**config.mk**
```make
export PLATFORM = sky130hd
export DESIGN_NAME = gt_link_wrap
export DESIGN_NICKNAME = d
export VERILOG_FILES = /design/src/verilog/gt_link_pkg.sv /design/src/verilog/cdr_lock_filter.sv /design/src/verilog/chain_reset.sv /design/src/verilog/gt_channel_model.sv /design/src/verilog/gt_link_wrap.sv
export VERILOG_INCLUDE_DIRS = /design/src /design/src/include
export SDC_FILE = /design/constraint.sdc
export NUM_CORES = 1
export LEC_CHECK = 0
export ABC_CLOCK_PERIOD_IN_PS = 2400
export BUFFER_PORTS_ARGS = -buffer_cell sky130_fd_sc_hd__buf_2
export CAP_MARGIN = 20
export CORE_ASPECT_RATIO = 2
export CORE_MARGIN = 2
export CORE_UTILIZATION = 50
export CTS_CLUSTER_SIZE = 16
export DETAILED_ROUTE_END_ITERATION = 8
export MAX_ROUTING_LAYER = met4
export PLACE_DENSITY = 0.76
export SYNTH_ARGS = -nofsm -noshare
export SYNTH_HDL_FRONTEND = slang
export SYNTH_SLANG_ARGS = --single-unit
```
**constraint.sdc**
```tcl
create_clock -name RXUSRCLK -period 2.4 [get_ports RXUSRCLK]
set_input_delay 0.12 -clock RXUSRCLK [delete_from_list [all_inputs] [get_ports RXUSRCLK]]
set_output_delay 0.12 -clock RXUSRCLK [all_outputs]
set_load 0.005 [all_outputs]
```
**src/include/gt_link_defines.svh**
```systemverilog
`ifndef GT_LINK_DEFINES_SVH
`define GT_LINK_DEFINES_SVH

// Lane width
`define GT_DWIDTH 16
`define GT_DBYTE (`GT_DWIDTH / 8)

// K28.5 comma in byte 0, sent until the reset chain completes
`define GT_IDLE_WORD {{(`GT_DWIDTH - 8){1'b0}}, 8'hBC}
`define GT_IDLE_KMASK {{(`GT_DBYTE - 1){1'b0}}, 1'b1}

// Channel model delays, in RXUSRCLK cycles
`define GT_CPLL_LOCK_DELAY 20
`define GT_RESET_DONE_DELAY 15
`define GT_CDR_LOCK_DELAY 8
`define GT_LOOP_LATENCY 3

// Unlocked cycles tolerated before link lock drops
`define GT_LOCK_HOLD 3

// Reset chain step timing
`define GT_RST_LENGTH 10
`define GT_RST_TO_CHECK 4
`define GT_RDY_LENGTH 6
`define GT_RST_TIMEOUT 200

`endif

```
**src/verilog/gt_link_pkg.sv**
```systemverilog
`default_nettype none

package gt_link_pkg;

`include "gt_link_defines.svh"

	// One lane word
	typedef logic [`GT_DWIDTH-1:0] gt_data_t;

	// One flag per lane byte: charisk, disperr, notintable
	typedef logic [`GT_DBYTE-1:0] gt_kmask_t;

	// Reset chain step progress
	typedef enum logic [2:0] {
		STEP_IDLE,
		// Reset held, length counting
		STEP_ASSERT,
		STEP_SETTLE,
		// Waiting for the criterion to stay high
		STEP_QUALIFY,
		STEP_DONE,
		STEP_TIMEOUT
	} reset_step_t;

endpackage

`default_nettype wire

```
**src/verilog/cdr_lock_filter.sv**
```systemverilog
`timescale 1ns/100ps
`default_nettype none

`include "gt_link_defines.svh"

module cdr_lock_filter (
	input wire RXUSRCLK,
	input wire reset,
	input wire cdr_lock,
	output logic locked
);

	localparam int CNT_W = $clog2(`GT_LOCK_HOLD + 1);
	localparam logic [CNT_W-1:0] HOLD = CNT_W'(`GT_LOCK_HOLD);

	// Consecutive cycles without CDR lock, saturating at HOLD
	logic [CNT_W-1:0] unlock_cnt;

	always_ff @(posedge RXUSRCLK or posedge reset) begin
		if (reset) begin
			unlock_cnt <= '0;
			locked <= 1'b0;
		end else if (cdr_lock) begin
			unlock_cnt <= '0;
			locked <= 1'b1;
		end else if (unlock_cnt != HOLD) begin
			unlock_cnt <= unlock_cnt + 1'b1;
			// Drop only once the gap reaches the hold length
			if (unlock_cnt == HOLD - 1'b1) begin
				locked <= 1'b0;
			end
		end
	end

endmodule

`default_nettype wire

```
**src/verilog/chain_reset.sv**
```systemverilog
`timescale 1ns/100ps
`default_nettype none

`include "gt_link_defines.svh"

module chain_reset
	import gt_link_pkg::*;
#(
	parameter int NSTEP = 3
) (
	input wire RXUSRCLK,
	input wire reset,
	input wire [NSTEP-1:0] done_criteria,
	output logic [NSTEP-1:0] reset_out,
	output logic [NSTEP-1:0] done
);

	localparam int CNT_W = $clog2(`GT_RST_TIMEOUT + `GT_RST_LENGTH + `GT_RST_TO_CHECK);
	localparam int RDY_W = $clog2(`GT_RDY_LENGTH + 1);

	localparam logic [CNT_W-1:0] LEN_LAST = CNT_W'(`GT_RST_LENGTH - 1);
	localparam logic [CNT_W-1:0] CHECK_LAST = CNT_W'(`GT_RST_TO_CHECK - 1);
	localparam logic [CNT_W-1:0] TIMEOUT_LAST = CNT_W'(`GT_RST_TIMEOUT - 1);
	localparam logic [RDY_W-1:0] RDY_LAST = RDY_W'(`GT_RDY_LENGTH - 1);

	reset_step_t state [NSTEP];
	logic [CNT_W-1:0] cnt [NSTEP];
	logic [RDY_W-1:0] rdy_cnt [NSTEP];

	logic [NSTEP-1:0] prev_done;
	logic [NSTEP-1:0] step_busy;
	logic [NSTEP-1:0] later_busy;

	for (genvar g = 0; g < NSTEP; g++) begin : g_step
		assign reset_out[g] = (state[g] == STEP_ASSERT) || (state[g] == STEP_TIMEOUT);
		assign done[g] = (state[g] == STEP_DONE);
		assign step_busy[g] = (state[g] != STEP_IDLE) && (state[g] != STEP_DONE);

		if (g == 0) begin : g_first
			assign prev_done[g] = 1'b1;
		end else begin : g_rest
			assign prev_done[g] = &done[g-1:0];
		end

		// A later step in progress disturbs the shared criterion on purpose
		if (g == NSTEP - 1) begin : g_last
			assign later_busy[g] = 1'b0;
		end else begin : g_more
			assign later_busy[g] = |step_busy[NSTEP-1:g+1];
		end
	end

	always_ff @(posedge RXUSRCLK or posedge reset) begin
		if (reset) begin
			for (int i = 0; i < NSTEP; i++) begin
				state[i] <= STEP_ASSERT;
				cnt[i] <= '0;
				rdy_cnt[i] <= '0;
			end
		end else begin
			for (int i = 0; i < NSTEP; i++) begin
				if (!prev_done[i]) begin
					// Wait with reset released until earlier steps finish
					state[i] <= STEP_IDLE;
					cnt[i] <= '0;
					rdy_cnt[i] <= '0;
				end else begin
					case (state[i])
						STEP_IDLE: begin
							state[i] <= STEP_ASSERT;
							cnt[i] <= '0;
						end
						STEP_ASSERT: begin
							if (cnt[i] == LEN_LAST) begin
								state[i] <= STEP_SETTLE;
								cnt[i] <= '0;
							end else begin
								cnt[i] <= cnt[i] + 1'b1;
							end
						end
						STEP_SETTLE: begin
							if (cnt[i] == CHECK_LAST) begin
								state[i] <= STEP_QUALIFY;
								cnt[i] <= '0;
								rdy_cnt[i] <= '0;
							end else begin
								cnt[i] <= cnt[i] + 1'b1;
							end
						end
						STEP_QUALIFY: begin
							if (done_criteria[i] && rdy_cnt[i] == RDY_LAST) begin
								state[i] <= STEP_DONE;
							end else if (cnt[i] == TIMEOUT_LAST) begin
								state[i] <= STEP_TIMEOUT;
							end else begin
								cnt[i] <= cnt[i] + 1'b1;
								rdy_cnt[i] <= done_criteria[i] ? rdy_cnt[i] + 1'b1 : '0;
							end
						end
						STEP_DONE: begin
							// Criterion lost, later steps follow via prev_done
							if (!done_criteria[i] && !later_busy[i]) begin
								state[i] <= STEP_ASSERT;
								cnt[i] <= '0;
							end
						end
						STEP_TIMEOUT: begin
							state[i] <= STEP_ASSERT;
							cnt[i] <= '0;
						end
						default: begin
							state[i] <= STEP_ASSERT;
							cnt[i] <= '0;
						end
					endcase
				end
			end
		end
	end

endmodule

`default_nettype wire

```
**src/verilog/gt_channel_model.sv**
```systemverilog
`timescale 1ns/100ps
`default_nettype none

`include "gt_link_defines.svh"

module gt_channel_model
	import gt_link_pkg::*;
(
	input wire RXUSRCLK,
	input wire reset,
	input wire cpll_reset,
	input wire gt_reset,
	input wire rx_signal_loss,
	input wire rx_user_ready,
	input wire gt_data_t tx_data,
	input wire gt_kmask_t tx_charisk,
	output logic cpll_lock,
	output logic tx_reset_done,
	output logic rx_reset_done,
	output logic cdr_lock,
	output gt_data_t rx_data,
	output gt_kmask_t rx_charisk,
	output gt_kmask_t rx_disperr,
	output gt_kmask_t rx_notintable
);

	localparam int CNT_W =
		$clog2(`GT_CPLL_LOCK_DELAY + `GT_RESET_DONE_DELAY + `GT_CDR_LOCK_DELAY + 1);
	localparam int LAT = `GT_LOOP_LATENCY;

	localparam logic [CNT_W-1:0] CPLL_DELAY = CNT_W'(`GT_CPLL_LOCK_DELAY);
	localparam logic [CNT_W-1:0] DONE_DELAY = CNT_W'(`GT_RESET_DONE_DELAY);
	localparam logic [CNT_W-1:0] CDR_DELAY = CNT_W'(`GT_CDR_LOCK_DELAY);

	logic [CNT_W-1:0] cpll_cnt;
	logic [CNT_W-1:0] rst_cnt;
	logic [CNT_W-1:0] cdr_cnt;

	// Words in flight; the output register is the last stage
	gt_data_t [LAT-2:0] pipe_data;
	gt_kmask_t [LAT-2:0] pipe_k;
	logic [LAT-2:0] pipe_loss;

	gt_kmask_t bad_k;

	function automatic logic [CNT_W-1:0] sat_inc(
		input logic [CNT_W-1:0] count,
		input logic [CNT_W-1:0] limit
	);
		return (count < limit) ? count + 1'b1 : count;
	endfunction

	// K28.x, K23.7, K27.7, K29.7, K30.7
	function automatic logic is_legal_k(input logic [7:0] code);
		return (code[4:0] == 5'b11100) || (code == 8'hF7) || (code == 8'hFB) ||
			(code == 8'hFD) || (code == 8'hFE);
	endfunction

	always_ff @(posedge RXUSRCLK or posedge reset) begin
		if (reset) begin
			cpll_cnt <= '0;
			rst_cnt <= '0;
			cdr_cnt <= '0;
			cpll_lock <= 1'b0;
			tx_reset_done <= 1'b0;
			rx_reset_done <= 1'b0;
			cdr_lock <= 1'b0;
		end else begin
			if (cpll_reset) begin
				cpll_cnt <= '0;
			end else begin
				cpll_cnt <= sat_inc(cpll_cnt, CPLL_DELAY);
			end
			cpll_lock <= !cpll_reset && (cpll_cnt == CPLL_DELAY);

			// Datapath reset completes only on a locked PLL
			if (gt_reset || !cpll_lock) begin
				rst_cnt <= '0;
			end else begin
				rst_cnt <= sat_inc(rst_cnt, DONE_DELAY);
			end
			tx_reset_done <= !gt_reset && cpll_lock && (rst_cnt == DONE_DELAY);
			// RX PCS finishes a cycle behind TX
			rx_reset_done <= !gt_reset && tx_reset_done;

			if (!rx_reset_done) begin
				cdr_cnt <= '0;
			end else begin
				cdr_cnt <= sat_inc(cdr_cnt, CDR_DELAY);
			end
			// Signal loss masks lock without losing the trained state
			cdr_lock <= rx_reset_done && !rx_signal_loss && (cdr_cnt == CDR_DELAY);
		end
	end

	always_ff @(posedge RXUSRCLK) begin
		pipe_data[0] <= tx_data;
		pipe_k[0] <= tx_charisk;
		pipe_loss[0] <= rx_signal_loss;
		for (int i = 1; i < LAT - 1; i++) begin
			pipe_data[i] <= pipe_data[i-1];
			pipe_k[i] <= pipe_k[i-1];
			pipe_loss[i] <= pipe_loss[i-1];
		end
	end

	always_comb begin
		for (int b = 0; b < `GT_DBYTE; b++) begin
			bad_k[b] = pipe_k[LAT-2][b] && !is_legal_k(pipe_data[LAT-2][8*b +: 8]);
		end
	end

	always_ff @(posedge RXUSRCLK or posedge reset) begin
		if (reset) begin
			rx_data <= '0;
			rx_charisk <= '0;
			rx_disperr <= '0;
			rx_notintable <= '0;
		end else if (rx_user_ready) begin
			rx_data <= pipe_data[LAT-2];
			rx_charisk <= pipe_k[LAT-2];
			rx_disperr <= {`GT_DBYTE{pipe_loss[LAT-2]}};
			rx_notintable <= bad_k;
		end else begin
			rx_data <= '0;
			rx_charisk <= '0;
			rx_disperr <= '0;
			rx_notintable <= '0;
		end
	end

endmodule

`default_nettype wire

```
**src/verilog/gt_link_wrap.sv**
```systemverilog
`timescale 1ns/100ps
`default_nettype none

`include "gt_link_defines.svh"

module gt_link_wrap
	import gt_link_pkg::*;
(
	input wire RXUSRCLK,
	input wire reset,
	input wire gt_data_t tx_data,
	input wire gt_kmask_t tx_charisk,
	input wire rx_user_ready,
	input wire rx_signal_loss,
	output gt_data_t rx_data,
	output gt_kmask_t rx_charisk,
	output gt_kmask_t rx_disperr,
	output gt_kmask_t rx_notintable,
	output logic reset_done,
	output logic locked,
	output logic cdr_lock
);

	localparam int NSTEP = 3;

	logic [NSTEP-1:0] reset_out;
	logic [NSTEP-1:0] step_done;
	logic [NSTEP-1:0] done_criteria;

	logic cpll_reset;
	logic gt_reset;
	logic cpll_lock;
	logic tx_reset_done;
	logic rx_reset_done;
	logic txrx_reset_done;

	gt_data_t gt_tx_data;
	gt_kmask_t gt_tx_charisk;
	logic gt_rx_user_ready;

	// Step 0 is the PLL, steps 1 and 2 run the datapath reset twice
	assign cpll_reset = reset_out[0];
	assign gt_reset = reset_out[1] | reset_out[2];

	assign txrx_reset_done = tx_reset_done & rx_reset_done & cpll_lock;
	assign done_criteria = {txrx_reset_done, txrx_reset_done, cpll_lock};
	assign reset_done = &step_done & txrx_reset_done;

	// Comma idle until the lane is up
	assign gt_tx_data = reset_done ? tx_data : `GT_IDLE_WORD;
	assign gt_tx_charisk = reset_done ? tx_charisk : `GT_IDLE_KMASK;

	assign gt_rx_user_ready = rx_user_ready & locked;

	chain_reset #(
		.NSTEP(NSTEP)
	) chain_reset_i (
		.RXUSRCLK(RXUSRCLK),
		.reset(reset),
		.done_criteria(done_criteria),
		.reset_out(reset_out),
		.done(step_done)
	);

	cdr_lock_filter cdr_lock_filter_i (
		.RXUSRCLK(RXUSRCLK),
		.reset(reset),
		.cdr_lock(cdr_lock),
		.locked(locked)
	);

	gt_channel_model gt_channel_model_i (
		.RXUSRCLK(RXUSRCLK),
		.reset(reset),
		.cpll_reset(cpll_reset),
		.gt_reset(gt_reset),
		.rx_signal_loss(rx_signal_loss),
		.rx_user_ready(gt_rx_user_ready),
		.tx_data(gt_tx_data),
		.tx_charisk(gt_tx_charisk),
		.cpll_lock(cpll_lock),
		.tx_reset_done(tx_reset_done),
		.rx_reset_done(rx_reset_done),
		.cdr_lock(cdr_lock),
		.rx_data(rx_data),
		.rx_charisk(rx_charisk),
		.rx_disperr(rx_disperr),
		.rx_notintable(rx_notintable)
	);

endmodule

`default_nettype wire

```
=== Yosys cells after proc, flatten, opt, wreduce, memory -nomap -nowiden ===
Index checks and enable logic that the tools add are counted.

* Word-level logic and storage cells: 238
* Output and inout bits: 25
* Register bits after elaboration: 127

* Eq/ne operators: 65
* Muxes and demuxes: 72
* $lt $le $gt $ge: 3
* Bitwise logic cells: 5
* Reductions and logical operators: 56
* $add $sub $neg: 10

{| class="wikitable"
|+ Operators by type and width
! operator !! count
|-
| 8-bit two-way mux || 17
|-
| 8-bit one-hot mux with 4 select lines || 3
|-
| 3-bit two-way mux || 31
|-
| 8-bit equality test (second input constant) || 11
|-
| 3-bit inequality test (second input constant) || 14
|-
| 6-bit two-way mux || 6
|-
| 3-bit one-hot mux with 4 select lines || 3
|-
| 3-bit equality test (second input constant) || 9
|-
| 8-bit by 1-bit adder with 8-bit output (second input constant) || 3
|-
| 8-bit by 2-bit equality test with 1-bit output (second input constant) || 3
|-
| 8-bit by 4-bit equality test with 1-bit output (second input constant) || 3
|-
| 4-bit AND reduction || 6
|-
| 6-bit by 1-bit adder with 6-bit output (second input constant) || 3
|-
| 3-bit by 2-bit equality test with 1-bit output (second input constant) || 6
|-
| 3-bit one-hot mux with 2 select lines || 3
|-
| 16-bit two-way mux || 1
|-
| 1-bit logical AND || 15
|-
| 6-bit by 4-bit equality test with 1-bit output (second input constant) || 2
|-
| 1-bit logical OR || 12
|-
| 6-bit by 4-bit < comparator with 1-bit output (second input constant) || 2
|-
| 2-bit inequality test (second input constant) || 6
|-
| 3-bit AND reduction || 4
|-
| 5-bit equality test (second input constant) || 2
|-
| 2-bit two-way mux || 5
|-
| other kinds (17) || 41
|}

=== Depth between registers and ports, before layout ===
Gate-level depths: netlist of the first run.

* Word-level depth: 8
* Depth in mapped cells: 8

=== Hierarchy ===
Synthesis of the first run repeated with hierarchy kept, for this count alone.

* Cell total of the unflattened synthesis: 539
* Area, all modules: 5600.4 um^2

{| class="wikitable"
|+ Modules (own cells, without submodules)
! module !! area an instance (um^2) !! cells an instance !! times used
|-
| chain_reset || 2691.3 || 296 || 1
|-
| gt_channel_model || 2546.2 || 190 || 1
|-
| gt_link_wrap || 210.2 || 39 || 1
|-
| cdr_lock_filter || 152.6 || 14 || 1
|}

=== Worst setup path after synthesis of the first run ===
No wires, ideal clock.

* Kind: reg-to-reg
* Start point: reg chain_reset_i.cnt[5] (netlist bit)
* End point: reg chain_reset_i.rdy_cnt[1] (netlist bit)
* Setup slack: 169 ps
* Path buffers: 0
* Stages on the path, launching flop included: 6
* Arrival time: 2153 ps
* Cells stage by stage: dfrtp_1 or4_4 o31a_1 or3_4 or4_1 a21oi_1

* Word-level cells in the longest chain between the ends: 3

{| class="wikitable"
|+ Ends and longest elaborated chain
! element !! RTL line !! source
|-
| start: declaration || chain_reset.sv:27 || <nowiki>logic [CNT_W-1:0] cnt [NSTEP];</nowiki>
|-
| start signal: indexed assignment || chain_reset.sv:78 || <nowiki>cnt[i] <= cnt[i] + 1'b1;</nowiki>
|-
| start signal: indexed assignment || chain_reset.sv:87 || <nowiki>cnt[i] <= cnt[i] + 1'b1;</nowiki>
|-
| start signal: indexed assignment || chain_reset.sv:96 || <nowiki>cnt[i] <= cnt[i] + 1'b1;</nowiki>
|-
| 8-bit by 2-bit equality test with 1-bit output or 8-bit equality test (tied branches) || chain_reset.sv:82, chain_reset.sv:93 ||
|-
| 3-bit inequality test (no line) || - ||
|-
| 4-bit AND reduction (no line) (*) || - ||
|-
| end signal: indexed assignment || chain_reset.sv:97 || <nowiki>rdy_cnt[i] <= done_criteria[i] ? rdy_cnt[i] + 1'b1 : '0;</nowiki>
|-
| end: declaration || chain_reset.sv:28 || <nowiki>logic [RDY_W-1:0] rdy_cnt [NSTEP];</nowiki>
|}

Every way passes the cells marked *; elsewhere a longest branch is shown, timed or not.
A chain may end at the register's enable or synchronous reset.

=== Worst setup path after layout of the first run ===
Ends and elaborated chain as after synthesis.

==> out/metrics.json, run 1 <==
{
  "final_critical_path_required_period": {"value": 2290, "unit": "ps"},
  "power_leakage": {"value": 3.23, "unit": "nW"},
  "finalHoldViolations": {"value": 0},
  "cts_inserted_buffers": {"value": 17},
  "timing.final.crit_share": {"value": 0.953},
  "worst-endpoint-required": {"value": 2730, "unit": "ps"},
  "muxShareOfSynthArea": {"value": 0.00969},
  "detailedRoute.firstIterationViolations": {"value": 208},
  "maxSlewHeadroom": {"value": 0.542},
  "cts.reportedPaths.clkPinSlew": {"value": 60, "unit": "ps"},
  "hpwlAfterDp": {"value": 8.07, "unit": "mm"},
  "timing.critical_path.arrival": {"value": 2620, "unit": "ps"},
  "post-route-util": {"value": 0.648},
  "synth-xor-area-share": {"value": 0.0162},
  "synth_compound_area_frac": {"value": 0.139},
  "detailroute.via_count": {"value": 4224},
  "power-per-cell-area": {"value": 739, "unit": "nW/um^2"},
  "crit_path_max_incr_delay": {"value": 550, "unit": "ps"},
  "placementRows": {"value": 53},
  "max_slew.worst_pin.slew": {"value": 683, "unit": "ps"},
  "setup_viol": {"value": 0},
  "grt_pass1_vias": {"value": 4372},
  "dpl_cell_area": {"value": 5950, "unit": "um^2"},
  "yosysSeqAreaShare": {"value": 0.547},
  "nets": {"value": 644},
  "hold_class": {"value": "in2reg"},
  "synth_cells": {"value": 504},
  "ys_dominant_reg_cell": {"value": "sky130_fd_sc_hd__dfrtp_1"},
  "critPathLaunchType": {"value": "register"},
  "combinational_family_with_the_most_area_after_synthesis": {"value": "simple AND/OR/NAND/NOR gates"},
  "die_x": {"value": 77.6, "unit": "um"},
  "yosysWarnings": {"value": 0},
  "fin_skew": {"value": 11.7, "unit": "ps"},
  "syn-cell-area": {"value": 5420, "unit": "um^2"},
  "detail-route-antenna-nets": {"value": 0},
  "synth.avg_cell_area": {"value": 10.8, "unit": "um^2"},
  "fin_area": {"value": 6830, "unit": "um^2"},
  "dr.pass1.iters": {"value": 4},
  "buffer_ports.inserted": {"value": 46},
  "crit_chain": {"value": "or4_4 > o31a_1 > or3_4 > or4_1 > a21oi_1"},
  "achievable-frequency": {"value": 437, "unit": "MHz"},
  "most-common-layout-cells": {"value": "sky130_fd_sc_hd__dfrtp_1 (85), sky130_fd_sc_hd__buf_2 (46), sky130_fd_sc_hd__dfxtp_1 (38)"},
  "status": {"value": "finished, final reports clean"},
  "drt_wl_total": {"value": 12.0, "unit": "mm"},
  "async_reset_ff_frac": {"value": 0.698},
  "worst-path-max-fanout": {"value": 4},
  "syn-num-nets": {"value": 547},
  "post_route_setup_tns": {"value": 0, "unit": "ps"},
  "critical_path_class": {"value": "reg2reg"},
  "insertion_delay": {"value": 420, "unit": "ps"},
  "power.ir.vdd_worst": {"value": 0.535, "unit": "mV"},
  "vias_per_cell": {"value": 5.62},
  "synth_fa_ha_area_frac": {"value": 0.0485},
  "unrepaired_setup_endpoints_after_global_routing": {"value": "false"},
  "die_area": {"value": 11700, "unit": "um^2"},
  "ios": {"value": 47},
  "maximum_number_of_pins_on_one_net_before_global_route_repair": {"value": 62},
  "slew_viol_final": {"value": 0},
  "cell_at_the_slowest_stage_of_the_critical_path": {"value": "sky130_fd_sc_hd__or4_4"},
  "detailed_route_wire_length_per_cell": {"value": 16.0, "unit": "um"},
  "synthDistinctLibCells": {"value": 65},
  "synth.ff_latch_count": {"value": 126},
  "clock-root-buffer": {"value": "sky130_fd_sc_hd__clkbuf_16"},
  "synth-edff-count": {"value": 0},
  "grt_pass1_wl": {"value": 20.1, "unit": "mm"},
  "grtUsageTotal": {"value": 0.224},
  "design_power_total": {"value": 5.05, "unit": "mW"},
  "final.fill_count": {"value": 767},
  "mostFrequentLayoutCell": {"value": "sky130_fd_sc_hd__dfrtp_1"},
  "die_height": {"value": 151, "unit": "um"},
  "grt_overflow": {"value": 0},
  "cts-htree-levels": {"value": 4},
  "share_of_final_layout_standard_cells_stronger_than_drive_strength_1": {"value": 0.205},
  "setup.worst_path.end_class": {"value": "register"},
  "cts_buffer_depth": {"value": 2},
  "synth-simple-area-share": {"value": 0.216},
  "initial_utilization": {"value": 0.514},
  "clock_sink_count": {"value": 126},
  "insertedDiodeCount": {"value": 0},
  "grt_antenna_before_repair": {"value": 0},
  "core_region_area": {"value": 10500, "unit": "um^2"},
  "place_congestion": {"value": 0.888},
  "cts_tree": {"value": "built"},
  "flow.area_growth_from_synthesis": {"value": 26.0, "unit": "%"},
  "max_cap_viol_count": {"value": 0},
  "route.detailed.drc": {"value": 0}
}
-- registers in the layout, summed over array words and instances, names as in the netlist --
signal and flops:
gt_channel_model_i.cpll_cnt 6, gt_channel_model_i.pipe_k 4, chain_reset_i.state 9, gt_channel_model_i.cdr_lock 1, cdr_lock_filter_i.unlock_cnt 2, gt_channel_model_i.pipe_data 32
chain_reset_i.rdy_cnt 9, gt_channel_model_i.cdr_cnt 6, cdr_lock_filter_i.locked 1, gt_channel_model_i.rx_disperr 1, gt_channel_model_i.rst_cnt 6, gt_channel_model_i.tx_reset_done 1
gt_channel_model_i.rx_notintable 2, gt_channel_model_i.cpll_lock 1, gt_channel_model_i.rx_data 16, gt_channel_model_i.rx_charisk 2, gt_channel_model_i.rx_reset_done 1, gt_channel_model_i.pipe_loss 2
chain_reset_i.cnt 24
-- final timing paths --
| path | from | cells past startpoint | slack, ps | to |
|---|---|---|---|---|
| setup reg to reg | chain_reset_i.cnt[5] | 5 | 110 | chain_reset_i.rdy_cnt[1] |
| hold reg to reg | gt_channel_model_i.pipe_data[5] | 0 | 320 | gt_channel_model_i.pipe_data[21] |
| hold / removal | rx_user_ready | 2 | 160 | gt_channel_model_i.rx_data[11] |
| max in group asynchronous | reset | 4 | 1390 | chain_reset_i.state[3] |
| setup / recovery | chain_reset_i.cnt[5] | 5 | 110 | chain_reset_i.rdy_cnt[1] |
| min in group asynchronous | reset | 3 | 270 | gt_channel_model_i.rx_data[8] |
-- power breakdown --
part,total [mW],switching (mW),leakage [nW],internal [mW]
Clock,2.85,0.985,0.320,1.86
Combinational,0.0800,0.0430,1.44,0.0370
Sequential,2.12,0.000336,1.46,2.12
-- cell families (layout without fill, tap and decap cells) --
group,after synthesis,in the layout
fa+ha+maj,21,21
mux,5,5
simple gates,205,205
compound gates,106,106
flops,126,126
xor+xnor,10,10
buf+inv,31,141
-- synth_stat cells, types with 4 or more instances --
| library cell | number | share of area |
|---|---|---|
| sky130_fd_sc_hd__a21oi_1 | 12 | 0.011 |
| sky130_fd_sc_hd__nor2_1 | 31 | 0.021 |
| sky130_fd_sc_hd__xor2_1 | 6 | 0.0097 |
| sky130_fd_sc_hd__nor2b_1 | 17 | 0.020 |
| sky130_fd_sc_hd__nand2_1 | 24 | 0.017 |
| sky130_fd_sc_hd__nand2b_1 | 9 | 0.010 |
| sky130_fd_sc_hd__nor3_1 | 10 | 0.0092 |
| sky130_fd_sc_hd__a21o_1 | 4 | 0.0055 |
| sky130_fd_sc_hd__dfxtp_1 | 38 | 0.14 |
| sky130_fd_sc_hd__nand3_1 | 14 | 0.013 |
| sky130_fd_sc_hd__and3_1 | 35 | 0.040 |
| sky130_fd_sc_hd__a31oi_1 | 4 | 0.0046 |
| sky130_fd_sc_hd__and2_1 | 19 | 0.022 |
| sky130_fd_sc_hd__or2_2 | 4 | 0.0046 |
| sky130_fd_sc_hd__nand4_1 | 5 | 0.0058 |
| sky130_fd_sc_hd__nor3b_1 | 5 | 0.0069 |
| sky130_fd_sc_hd__ha_1 | 21 | 0.048 |
| sky130_fd_sc_hd__a2bb2oi_1 | 4 | 0.0065 |
| sky130_fd_sc_hd__a22o_1 | 16 | 0.026 |
| sky130_fd_sc_hd__or3_1 | 8 | 0.0092 |
| sky130_fd_sc_hd__or4_1 | 5 | 0.0069 |
| sky130_fd_sc_hd__o21ai_0 | 32 | 0.030 |
| sky130_fd_sc_hd__xnor2_1 | 4 | 0.0065 |
| sky130_fd_sc_hd__dfrtp_1 | 85 | 0.39 |
| sky130_fd_sc_hd__nor4b_1 | 6 | 0.0097 |
| sky130_fd_sc_hd__clkbuf_1 | 8 | 0.0055 |
| sky130_fd_sc_hd__inv_1 | 18 | 0.012 |
-- critical path: cells and delay by family, from the launching register on --
kind	cells	cell delay, ps
AOI/OAI and AO/OA	2	470
DFF	1	380
and+or+nand+nor	3	1360
-- area by class of cell --
type                       count  area [um^2]  area share
multi-input combinational    347         2330       0.342
tap                          137          171      0.0251
clock inverter                14          229      0.0335
clock buffer                  18          429      0.0628
timing repair buffer          91          631      0.0923
sequential                   126         2970       0.434
inverter                      18         68.8      0.0101
-- layer usage --
metal	track usage	vias up	share of wire
met5	-	-	0
met4	0.100	0	0.017
li1	-	2010	-
met2	0.437	103	0.59
met3	0.0399	21	0.028
met1	0.207	2090	0.37
-- what timing repair did --
| action | CTS | global route |
|---|---|---|
| gates resized for setup | 0 | 2 |
| hold buffers | 20 | 0 |
| hold endpoints to repair | 45 | 0 |
| setup endpoints to repair | 0 | 8 |
| setup buffers | 0 | 1 |
-- stage by stage --
stage	cells	worst slack (ps)	hold slack, ps
2_1_floorplan	504	6.41	148
3_3_place_gp	698	91.4	163
3_5_place_dp	698	20.2	170
4_1_cts	750	11.0	133
5_1_grt	751	2.15	151
6_report	751	113	156
No activity file was read; power rests on OpenSTA's default activity.
==> run 2: changes to the inputs <==
--- a/config.mk
+++ b/config.mk
@@ -9,13 +9,15 @@
 export ABC_CLOCK_PERIOD_IN_PS = 2400
 export BUFFER_PORTS_ARGS = -buffer_cell sky130_fd_sc_hd__buf_2
 export CAP_MARGIN = 20
+export CELL_PAD_IN_SITES_DETAIL_PLACEMENT = 0
+export CELL_PAD_IN_SITES_GLOBAL_PLACEMENT = 1
 export CORE_ASPECT_RATIO = 2
 export CORE_MARGIN = 2
-export CORE_UTILIZATION = 50
+export CORE_UTILIZATION = 42
 export CTS_CLUSTER_SIZE = 16
 export DETAILED_ROUTE_END_ITERATION = 8
 export MAX_ROUTING_LAYER = met4
-export PLACE_DENSITY = 0.76
+export PLACE_DENSITY_LB_ADDON = 0.1
 export SYNTH_ARGS = -nofsm -noshare
 export SYNTH_HDL_FRONTEND = slang
 export SYNTH_SLANG_ARGS = --single-unit
==> out/metrics.json, run 2 (synthesized netlist as in run 1, its figures left out) <==
{
  "status": {"value": "finished, final reports clean"},
  "finalHoldViolations": {"value": 0, "change": "unchanged"},
  "dr.pass1.iters": {"value": 4, "change": "unchanged"},
  "slew_viol_final": {"value": 0, "change": "unchanged"},
  "maximum_number_of_pins_on_one_net_before_global_route_repair": {"value": 42, "change": "-32%"},
  "maxSlewHeadroom": {"value": 0.565, "change": "+0.0231"},
  "die_height": {"value": 165, "unit": "um", "change": "+8.9%"},
  "clock-root-buffer": {"value": "sky130_fd_sc_hd__clkbuf_16"},
  "detailedRoute.firstIterationViolations": {"value": 168, "change": "-19%"},
  "hpwlAfterDp": {"value": 8.23, "unit": "mm", "change": "+2.1%"},
  "nets": {"value": 650, "change": "+0.93%"},
  "crit_path_max_incr_delay": {"value": 530, "unit": "ps", "change": "-20 ps"},
  "max_slew.worst_pin.slew": {"value": 648, "unit": "ps", "change": "-34.5 ps"},
  "critical_path.endpoint": {"value": "chain_reset_i.rdy_cnt[1]"},
  "max_flop_register": {"value": "gt_channel_model_i.pipe_data"},
  "detailroute.via_count": {"value": 4125, "change": "-2.3%"},
  "final_critical_path_required_period": {"value": 2320, "unit": "ps", "change": "+33.8 ps"},
  "clock_sink_count": {"value": 126, "change": "unchanged"},
  "layout.cells.non_filler": {"value": 770, "change": "+2.5%"},
  "power.ir.vdd_worst": {"value": 0.661, "unit": "mV", "change": "+24%"},
  "cts-htree-levels": {"value": 4, "change": "unchanged"},
  "final.fill_count": {"value": 1127, "change": "+47%"},
  "share_of_final_layout_standard_cells_stronger_than_drive_strength_1": {"value": 0.216, "change": "+0.0109"},
  "setup.worst_path.end_class": {"value": "register"},
  "ff2ff_setup_slack": {"value": 80, "unit": "ps", "change": "-30 ps"},
  "detail-route-antenna-nets": {"value": 0, "change": "unchanged"},
  "dpl_cell_area": {"value": 6020, "unit": "um^2", "change": "+1.0%"},
  "cts_tree": {"value": "built"},
  "grtUsageTotal": {"value": 0.184, "change": "-0.0401"},
  "cts_buffer_depth": {"value": 2, "change": "unchanged"},
  "crit_chain": {"value": "or4_4 > o31a_1 > or3_4 > or4_1 > a21oi_1"},
  "buffer_ports.inserted": {"value": 46, "change": "unchanged"},
  "die_x": {"value": 84.3, "unit": "um", "change": "+8.6%"},
  "critical_path_class": {"value": "reg2reg"},
  "cp-startpoint": {"value": "chain_reset_i.cnt[4]"},
  "placementRows": {"value": 58, "change": "+9.4%"},
  "fin_area": {"value": 6830, "unit": "um^2", "change": "about the same"},
  "ios": {"value": 47, "change": "unchanged"},
  "cell_at_the_slowest_stage_of_the_critical_path": {"value": "sky130_fd_sc_hd__or4_4"},
  "hold_class": {"value": "in2reg"},
  "achievable-frequency": {"value": 431, "unit": "MHz", "change": "-1.5%"},
  "timing.final.crit_share": {"value": 0.967, "change": "+0.0141"},
  "cts_inserted_buffers": {"value": 17, "change": "unchanged"},
  "grt_pass1_vias": {"value": 4242, "change": "-3.0%"},
  "place_congestion": {"value": 0.771, "change": "-13%"},
  "max_cap_viol_count": {"value": 0, "change": "unchanged"},
  "power_leakage": {"value": 3.22, "unit": "nW", "change": "-0.28%"},
  "insertion_delay": {"value": 410, "unit": "ps", "change": "about the same"},
  "die_area": {"value": 13900, "unit": "um^2", "change": "+18%"},
  "insertedDiodeCount": {"value": 0, "change": "unchanged"},
  "reg.largest.list": {"value": "gt_channel_model_i.pipe_data: 32 flops, chain_reset_i.cnt: 24 flops, gt_channel_model_i.rx_data: 16 flops"},
  "drt_wl_total": {"value": 11.7, "unit": "mm", "change": "-2.6%"},
  "fin_skew": {"value": 8.05, "unit": "ps", "change": "-3.68 ps"},
  "cts.reportedPaths.clkPinSlew": {"value": 60, "unit": "ps", "change": "about the same"},
  "initial_utilization": {"value": 0.432, "change": "-0.0823"},
  "most-common-layout-cells": {"value": "sky130_fd_sc_hd__dfrtp_1 (84), sky130_fd_sc_hd__buf_2 (46), sky130_fd_sc_hd__dfxtp_1 (38)"},
  "grt_pass1_wl": {"value": 19.8, "unit": "mm", "change": "-1.7%"},
  "r2r_cells": {"value": 5, "change": "unchanged"},
  "reg2reg_from": {"value": "chain_reset_i.cnt[4]"},
  "worstReg2RegEnd": {"value": "chain_reset_i.rdy_cnt[1]"},
  "timing.critical_path.arrival": {"value": 2650, "unit": "ps", "change": "+30 ps"},
  "detailed_route_wire_length_per_cell": {"value": 15.2, "unit": "um", "change": "-5.0%"},
  "grt_overflow": {"value": 0, "change": "unchanged"},
  "grt_antenna_before_repair": {"value": 0, "change": "unchanged"},
  "power-per-cell-area": {"value": 693, "unit": "nW/um^2", "change": "-6.2%"},
  "worst-endpoint-required": {"value": 2730, "unit": "ps", "change": "about the same"},
  "setup_viol": {"value": 0, "change": "unchanged"},
  "flow.area_growth_from_synthesis": {"value": 26.0, "unit": "%", "change": "about the same"},
  "vias_per_cell": {"value": 5.36, "change": "-4.8%"},
  "core_region_area": {"value": 12600, "unit": "um^2", "change": "+19%"},
  "flip_flop_count_of_the_largest_register_after_layout": {"value": 32, "change": "unchanged"},
  "route.detailed.drc": {"value": 0, "change": "unchanged"},
  "mostFrequentLayoutCell": {"value": "sky130_fd_sc_hd__dfrtp_1"},
  "worst-path-max-fanout": {"value": 7, "change": "+3"},
  "numPlacedInstances": {"value": 717, "change": "+2.7%"},
  "critPathLaunchType": {"value": "register"}
}
==> run 2: cell types whose count changed in the layout (fill, tap and decap cells not counted), sizes merged <==
cell and delta:
buf +6, bufinv -3, clkinvlp +3, clkinv -1
inv +1
==> run 2: cell type report <==
cell class | instances | area [um^2] | area share
flip-flops and latches | 126 | 2970 | 0.434
clock inverters | 14 | 160 | 0.0234
well taps | 150 | 188 | 0.0275
inverters | 18 | 68.8 | 0.0101
repair buffers | 97 | 676 | 0.0989
multi-input cells | 347 | 2340 | 0.343
clock buffers | 18 | 429 | 0.0628
==> run 2: worst min-delay path by stage <==
| stage | startpoint | endpoint | slack, ps | cells after the start |
|---|---|---|---|---|
| after CTS | rx_user_ready | gt_channel_model_i.rx_disperr[0] | 110 | 2 |
| final | rx_user_ready | gt_channel_model_i.rx_disperr[0] | 140 | 2 |
| after global placement | reset | gt_channel_model_i.rx_data[10] | 190 | 2 |
| after floorplan | rx_signal_loss | gt_channel_model_i.pipe_loss[0] | 150 | 0 |
| after global routing | rx_user_ready | gt_channel_model_i.rx_disperr[0] | 140 | 2 |
| after detailed placement | reset | gt_channel_model_i.rx_data[10] | 190 | 2 |
==> run 2: report_power, final <==
group	switching (mW)	total [mW]	internal, mW
sequential	0.000479	2.12	2.12
clock	0.987	2.54	1.55
combinational	0.0433	0.0813	0.0381
==> run 2: critical path, delay by kind of cell, from the launching register on <==
family | cells | cell delay, ps
simple gates | 3 | 1330
compound gates | 2 | 470
flops | 1 | 440
==> run 2: per-stage QoR <==
step | total power [mW] | util | TNS [ps] | hold WS [ps] | setup WS [ps]
after floorplan | 2.18 | - | 0 | 148 | 6.41
after global placement | 2.22 | 0.479 | 0 | 187 | 83.7
after detailed placement | 2.22 | 0.479 | 0 | 191 | 37.3
after CTS | 4.79 | 0.542 | 0 | 113 | 27.4
after global routing | 4.91 | 0.544 | -4.46 | 140 | -4.46
final | 4.74 | 0.544 | 0 | 136 | 79.7
==> run 2: layer usage <==
| layer | part of all wire | GRT usage | up-vias | routed length [um] |
|---|---|---|---|---|
| li1 | - | - | 2031 | - |
| met1 | 0.38 | 0.179 | 2012 | 4410 |
| met2 | 0.58 | 0.348 | 67 | 6740 |
| met3 | 0.027 | 0.0380 | 15 | 312 |
| met4 | 0.018 | 0.0801 | 0 | 208 |
| met5 | 0 | - | - | 0 |
==> run 2: repair_timing <==
action | CTS | global route
endpoints found under the hold margin | 46 | 0
hold buffers | 20 | 0
setup buffers | 0 | 1
endpoints found under the setup margin | 0 | 12
resized for setup | 0 | 4
